## config.mk

```make
export PLATFORM = sky130hd
export DESIGN_NAME = gpio_periph
export DESIGN_NICKNAME = d
export VERILOG_FILES = /design/src/mcu_pkg.sv /design/src/gpio_periph.sv
export SDC_FILE = /design/constraint.sdc
export NUM_CORES = 1
export LEC_CHECK = 0
export BUFFER_PORTS_ARGS = -buffer_cell sky130_fd_sc_hd__buf_2
export CAP_MARGIN = 20
export CELL_PAD_IN_SITES_DETAIL_PLACEMENT = 1
export CELL_PAD_IN_SITES_GLOBAL_PLACEMENT = 1
export CORE_ASPECT_RATIO = 1.25
export CORE_MARGIN = 3
export CORE_UTILIZATION = 38
export CTS_CLUSTER_DIAMETER = 200
export DETAILED_ROUTE_END_ITERATION = 8
export HOLD_SLACK_MARGIN = 0.03
export PLACE_DENSITY_LB_ADDON = 0.1
export SLEW_MARGIN = 15
export SYNTH_ARGS = -nofsm -noshare
export SYNTH_HDL_FRONTEND = slang
export SYNTH_SLANG_ARGS = --single-unit
export TNS_END_PERCENT = 5
```

## constraint.sdc

```tcl
create_clock -name clk_i -period 1.4 [get_ports clk_i]
set_input_delay 0 -clock clk_i [delete_from_list [all_inputs] [get_ports clk_i]]
set_output_delay 0 -clock clk_i [all_outputs]
set_load 0.02 [all_outputs]
```

## src/mcu_pkg.sv

```systemverilog
// shared bus widths, address map and default sizes
// slave select and GPIO register offset enums
package mcu_pkg;

  localparam int ADDR_W      = 32;
  localparam int DATA_W      = 32;
  localparam int BE_W        = 4;
  localparam int NUM_MASTERS = 2;

  // sizes the top level hands down
  localparam int DEFAULT_NUM_BANKS  = 2;
  localparam int DEFAULT_BANK_WORDS = 256;
  localparam int DEFAULT_GPIO_WIDTH = 8;

  // RAM region, NUM_BANKS x BANK_WORDS words from address zero
  localparam logic [ADDR_W-1:0] RAM_BASE = 32'h0000_0000;
  localparam logic [ADDR_W-1:0] RAM_MASK =
    ADDR_W'(DEFAULT_NUM_BANKS * DEFAULT_BANK_WORDS * 4 - 1);

  // always-on GPIO block
  localparam logic [ADDR_W-1:0] GPIO_BASE = 32'h2000_0000;
  localparam logic [ADDR_W-1:0] GPIO_SIZE = 32'h0000_0100;

  typedef enum logic [1:0] {
    SLV_RAM,
    SLV_GPIO,
    SLV_NONE
  } slave_sel_e;

  typedef enum logic [7:0] {
    GPIO_OUT         = 8'h00,
    GPIO_OE          = 8'h04,
    GPIO_IN          = 8'h08,
    GPIO_INTR_EN     = 8'h0C,
    GPIO_INTR_STATUS = 8'h10
  } gpio_reg_e;

endpackage

```

## src/gpio_periph.sv

```systemverilog
// always-on GPIO: output, output-enable and interrupt registers
// two-flop input synchronizer, rising edge interrupt status
module gpio_periph #(
  parameter int WIDTH = 8
) (
  input  logic                       clk_i,
  input  logic                       rst_n_i,
  input  logic                       req_i,
  input  logic                       we_i,
  input  logic [mcu_pkg::BE_W-1:0]   be_i,
  input  mcu_pkg::gpio_reg_e         offset_i,
  input  logic [mcu_pkg::DATA_W-1:0] wdata_i,
  output logic [mcu_pkg::DATA_W-1:0] rdata_o,
  input  logic [WIDTH-1:0]           gpio_i,
  output logic [WIDTH-1:0]           gpio_o,
  output logic [WIDTH-1:0]           gpio_oe_o,
  output logic                       irq_o
);

  logic [WIDTH-1:0] out_q;
  logic [WIDTH-1:0] oe_q;
  logic [WIDTH-1:0] intr_en_q;
  logic [WIDTH-1:0] status_q;
  logic [WIDTH-1:0] sync1_q;
  logic [WIDTH-1:0] sync2_q;
  logic [WIDTH-1:0] prev_q;
  logic [WIDTH-1:0] rise;
  logic [WIDTH-1:0] wbits;
  logic [WIDTH-1:0] mbits;
  logic [WIDTH-1:0] clr;
  logic [mcu_pkg::DATA_W-1:0] wmask;
  logic             wr;

  always_comb begin
    for (int b = 0; b < mcu_pkg::BE_W; b++) begin
      wmask[8*b +: 8] = {8{be_i[b]}};
    end
  end

  assign wbits = WIDTH'(wdata_i & wmask);
  assign mbits = WIDTH'(wmask);
  assign wr    = req_i && we_i;
  assign rise  = sync2_q & ~prev_q;
  // write 1 to clear
  assign clr   = (wr && offset_i == mcu_pkg::GPIO_INTR_STATUS) ? wbits : '0;

  always_ff @(posedge clk_i or negedge rst_n_i) begin
    if (!rst_n_i) begin
      out_q     <= '0;
      oe_q      <= '0;
      intr_en_q <= '0;
      status_q  <= '0;
      sync1_q   <= '0;
      sync2_q   <= '0;
      prev_q    <= '0;
    end else begin
      sync1_q  <= gpio_i;
      sync2_q  <= sync1_q;
      prev_q   <= sync2_q;
      // a fresh edge beats a clear in the same cycle
      status_q <= (status_q & ~clr) | (rise & intr_en_q);
      if (wr) begin
        case (offset_i)
          mcu_pkg::GPIO_OUT:     out_q     <= (out_q & ~mbits) | wbits;
          mcu_pkg::GPIO_OE:      oe_q      <= (oe_q & ~mbits) | wbits;
          mcu_pkg::GPIO_INTR_EN: intr_en_q <= (intr_en_q & ~mbits) | wbits;
          default: ;
        endcase
      end
    end
  end

  always_ff @(posedge clk_i) begin
    if (req_i) begin
      if (we_i) begin
        rdata_o <= '0;
      end else begin
        case (offset_i)
          mcu_pkg::GPIO_OUT:         rdata_o <= mcu_pkg::DATA_W'(out_q);
          mcu_pkg::GPIO_OE:          rdata_o <= mcu_pkg::DATA_W'(oe_q);
          mcu_pkg::GPIO_IN:          rdata_o <= mcu_pkg::DATA_W'(sync2_q);
          mcu_pkg::GPIO_INTR_EN:     rdata_o <= mcu_pkg::DATA_W'(intr_en_q);
          mcu_pkg::GPIO_INTR_STATUS: rdata_o <= mcu_pkg::DATA_W'(status_q);
          default:                   rdata_o <= '0;
        endcase
      end
    end
  end

  assign gpio_o    = out_q;
  assign gpio_oe_o = oe_q;
  assign irq_o     = |status_q;

endmodule

```

**Word-level counts from Yosys, hierarchy flattened**

Index checks and enable logic that the tools add are counted.

- Word-level logic and storage cells: 35
- Input port bits: 56
- Output and inout bits: 49
- Register bits: 88

- Eq/ne operators: 4
- Mux-type cells: 2
- Reduce and logical (&&, ||, !) cells: 7
- Bitwise gates (word level): 14

Operators with widths:

| cell | number |
|---|---|
| 8-bit AND | 7 |
| 8-bit one-hot mux with 5 select lines | 1 |
| 8-bit OR | 4 |
| 8-bit NOT | 3 |
| 8-bit by 4-bit == test with 1-bit output, second input constant | 2 |
| 8-bit by 3-bit == test with 1-bit output, second input constant | 1 |
| 8-bit by 5-bit == test with 1-bit output, second input constant | 1 |
| 8-bit logical NOT | 1 |
| 8-bit two-way mux | 1 |
| 8-bit OR reduction | 1 |
| 2-bit AND reduction | 3 |
| 1-bit logical AND | 2 |

**Logic depth before layout (Yosys ltp)**

- Depth after elaboration: 6
- Depth in mapped cells: 5
- Gate-level depth less buffers: 3

**Worst setup path after synthesis**

OpenSTA, ideal clock, no wires.

- Path kind: input to register
- From: input port offset_i[1]
- To: register with a tool-made name
- Stages on the path: 4
- Setup time: 0.125 ns
- Path buffers: 1
- Required time: 1.275 ns
- Data arrival time: 1.551 ns
- Setup slack: -0.276 ns
- Path through: or4_4 buf_6 nor4_4 mux2_2

RTL lines:

| element | RTL line | source |
|---|---|---|
| start, declared | gpio_periph.sv:11 | `input mcu_pkg::gpio_reg_e offset_i,` |

==> summary.txt <==
Place
  • Placement Setup Slack: -360.2 ps
  • Gpl congestion: 0.7883
  • HPWL after detailed placement: around 5000 um
  • Port Buffers: 53
  • Placed cell area: 0.003254 sq mm

Clock network
  • CTS root buffer: clkbuf_8
  • CTS Buf Count: 9
  • CTS tree: built
  • H-tree Lvls: 3
  • Reg clk slew, reported paths: 70 ps
  • Clock Sink Count: 64
  • Clock buffer depth: 2
  • Clk_lat worst skew: about 340 ps

STA
  • Slew Viols, Final: 0
  • Post-route clock period utilization: 0.9724
  • Setup TNS: 0 ps
  • Maximum clock rate: 734.6 MHz
  • Final Hold Fails: 0
  • Worst clock skew: 10.29 ps
  • RSZ-0062 raised after global routing: yes
  • Setup WS post-layout: just under 40 ps
  • Final Critical Period: 1361 ps
  • Final setup fails: 0

Drt
  • # DRC: 0
  • DRT iter0 DRCs: 43
  • Antenna Nets Post-Route: 0
  • Met3 wire length: roughly 310 um
  • Met1 wire length: 3074 um
  • Via count: roughly 2000
  • Initial DRT Pass Iterations: 4
  • Max layer used: met4
  • Final wirelength: a little under 7000 um
  • Routed met2 length: 3430 um
  • DR vias/cell: roughly 4.8
  • Drt wl/cell: between 15 and 20 um

Floorplan
  • I/O pin cnt: 105
  • Core area: 0.007104 sq mm
  • Initial Util: 0.3975
  • Die H: 102.4 um
  • Std-Cell Rows: 34
  • Die area: about 0.0085 sq mm
  • Die Width: 83.11 um

Power
  • Pwr Density: 1050 mW/mm^2
  • VDD IR-drop max: slightly below 0.0005 V
  • Total power: around 3.8 mW
  • Static leakage power: 1.771 nW

Setup path
  • Crit path max fanout: 7
  • R2R Path End: rdata_o[0]
  • CP Data Arrival Time: 1590 ps
  • Worst setup SP type: primary input
  • R2R depth: 3
  • CP required: 1630 ps
  • Reg-to-reg slack, setup: around 80 ps
  • Critical path type: in -> reg
  • Worst setup EP type: register

Global route
  • Largest net degree at the start of global routing: 57
  • Initial antenna violation count: 0
  • Aggregate global routing overflow: 0
  • Gr usage total: 0.1722
  • Vias in the first global route: 2031
  • First-pass GRT wire length: between 10000 and 15000 um

Synthesis
  • Synth Area in Compound Gates: 0.05184
  • Synth Register Bits: 64
  • Mux cell area share after synthesis: 0.1586
  • Largest family of logic cells by synthesized area: multiplexers
  • Post-synthesis sequential area ratio: 0.5813
  • Mapped Cells: 221
  • Area share of and/or/nand/nor cells after synthesis: 0.1068
  • Number of flops mapped to enable cells by yosys: 8
  • FFs w/ async S/R, synth: 0.8750
  • Synthesized cell area: 0.002824 sq mm
  • Yosys Warn Count: 0
  • Ys flop type: dfrtp_1
  • Avg Cell Area, Syn: approximately 13 sq um
  • Adder-cell share of the synthesized area: 0
  • Yosys cell types: 28
  • Xor/xnor share of the synthesized area: 0

Finish
  • Area grow syn2layout: 28.18%
  • Final nets: 373
  • Post-route cell area: 0.003620 sq mm
  • Fin util: 0.5095
  • Layout cells sized above 1: 0.4193
  • Antenna diodes: 0

Worst hold path
  • Hold Path End: rdata_o[3]
  • Hold_sp: req_i
  • Hold Path Class: in -> reg
  • Worst hold stages: 2

Status
  • Outcome: finished clean

Flow run
  • Max Cap Viol: 0
worst max-delay path, stage by stage:
cell and delay [ps]:
buf_2 100, or4_4 610, nor4_4 230, buf_4 190, buf_4 130, mux2_2 330
cells in the mapped netlist, types with 2 or more instances:
cell,instances,area share
nor2b_1,3,0.0066
nor4_4,3,0.023
mux2_2,38,0.15
a22oi_1,5,0.013
o22ai_1,8,0.018
buf_4,24,0.064
nand3_1,2,0.0035
mux2i_1,2,0.0071
clkbuf_1,5,0.0066
or3_1,3,0.0066
nand2_1,11,0.015
a21oi_1,7,0.012
a32oi_1,2,0.0062
nor2_1,2,0.0027
nand3b_1,6,0.016
edfxtp_1,8,0.085
dfrtp_1,56,0.50
inv_1,17,0.023
nor4_1,10,0.022
cell usage in the layout (no fill, tap or decap), types with 3 or more instances in the layout:
cell type	n
a21oi_1	7
a22oi_1	5
buf_2	53
buf_4	23
clkbuf_1	4
clkbuf_8	9
conb_1	24
dfrtp_1	56
dlygate4sd3_1	17
edfxtp_1	8
inv_1	17
mux2_2	38
nand2_1	11
nand3b_1	6
nor2b_1	3
nor4_1	8
nor4_4	3
o22ai_1	8
or3_1	3
routing by layer:
| layer | vias up | global-route usage |
|---|---|---|
| met3 | 6 | 0.04677 |
| met1 | 970 | 0.2133 |
| met5 | - | 0 |
| li1 | 927 | - |
| met4 | 0 | 0.09182 |
| met2 | 59 | 0.2772 |
how the worst max path moves through the flow:
stage           startpoint        to  slack (ps)  cells after the start
5_1_grt        status_q[0]     irq_o         -40                      3
3_5_place_dp   offset_i[1]  register        -360                      5
2_1_floorplan  offset_i[3]  register        -180                      5
3_3_place_gp   offset_i[1]  register        -380                      5
4_1_cts        offset_i[1]  register           5                      5
6_report       offset_i[1]  register          40                      6
final cells by class:
cell class / instances / area [sq um]
multi-input combinational: 131 / 998.5
timing repair buffer: 94 / 628.1
inverter: 17 / 63.81
clock inverter: 2 / 11.26
tap: 90 / 112.6
fill: 777 / 3485
clock buffer: 14 / 163.9
sequential: 64 / 1642
stage by stage:
| stage | hold slack, ps | instances |
|---|---|---|
| 6_report | 56.56 | 412 |
| 5_1_grt | 60.30 | 412 |
| 4_1_cts | 40.49 | 411 |
| 3_5_place_dp | 26.88 | 378 |
| 3_3_place_gp | 18.85 | 378 |
| 2_1_floorplan | -295.6 | 244 |
where the power goes:
part / switching (mW) / total [mW] / internal [mW]
clock: 0.703 / 1.45 / 0.752
combinational: 0.231 / 0.378 / 0.147
sequential: 0.0291 / 1.97 / 1.94
total: 0.962 / 3.80 / 2.84
logic make-up after synthesis:
group,after synthesis
DFF,64
buffers and inverters,49
and+or+nand+nor,44
muxes,40
AOI/OAI and AO/OA,23
other,1
what timing repair did:
action,4_1_cts,5_1_grt
hold buffers,17,0
endpoints found under the hold margin,88,0
gates resized for setup,0,2
buffers inserted,0,1
endpoints found under the setup margin,0,9
Power figures use the tool's default switching activity.
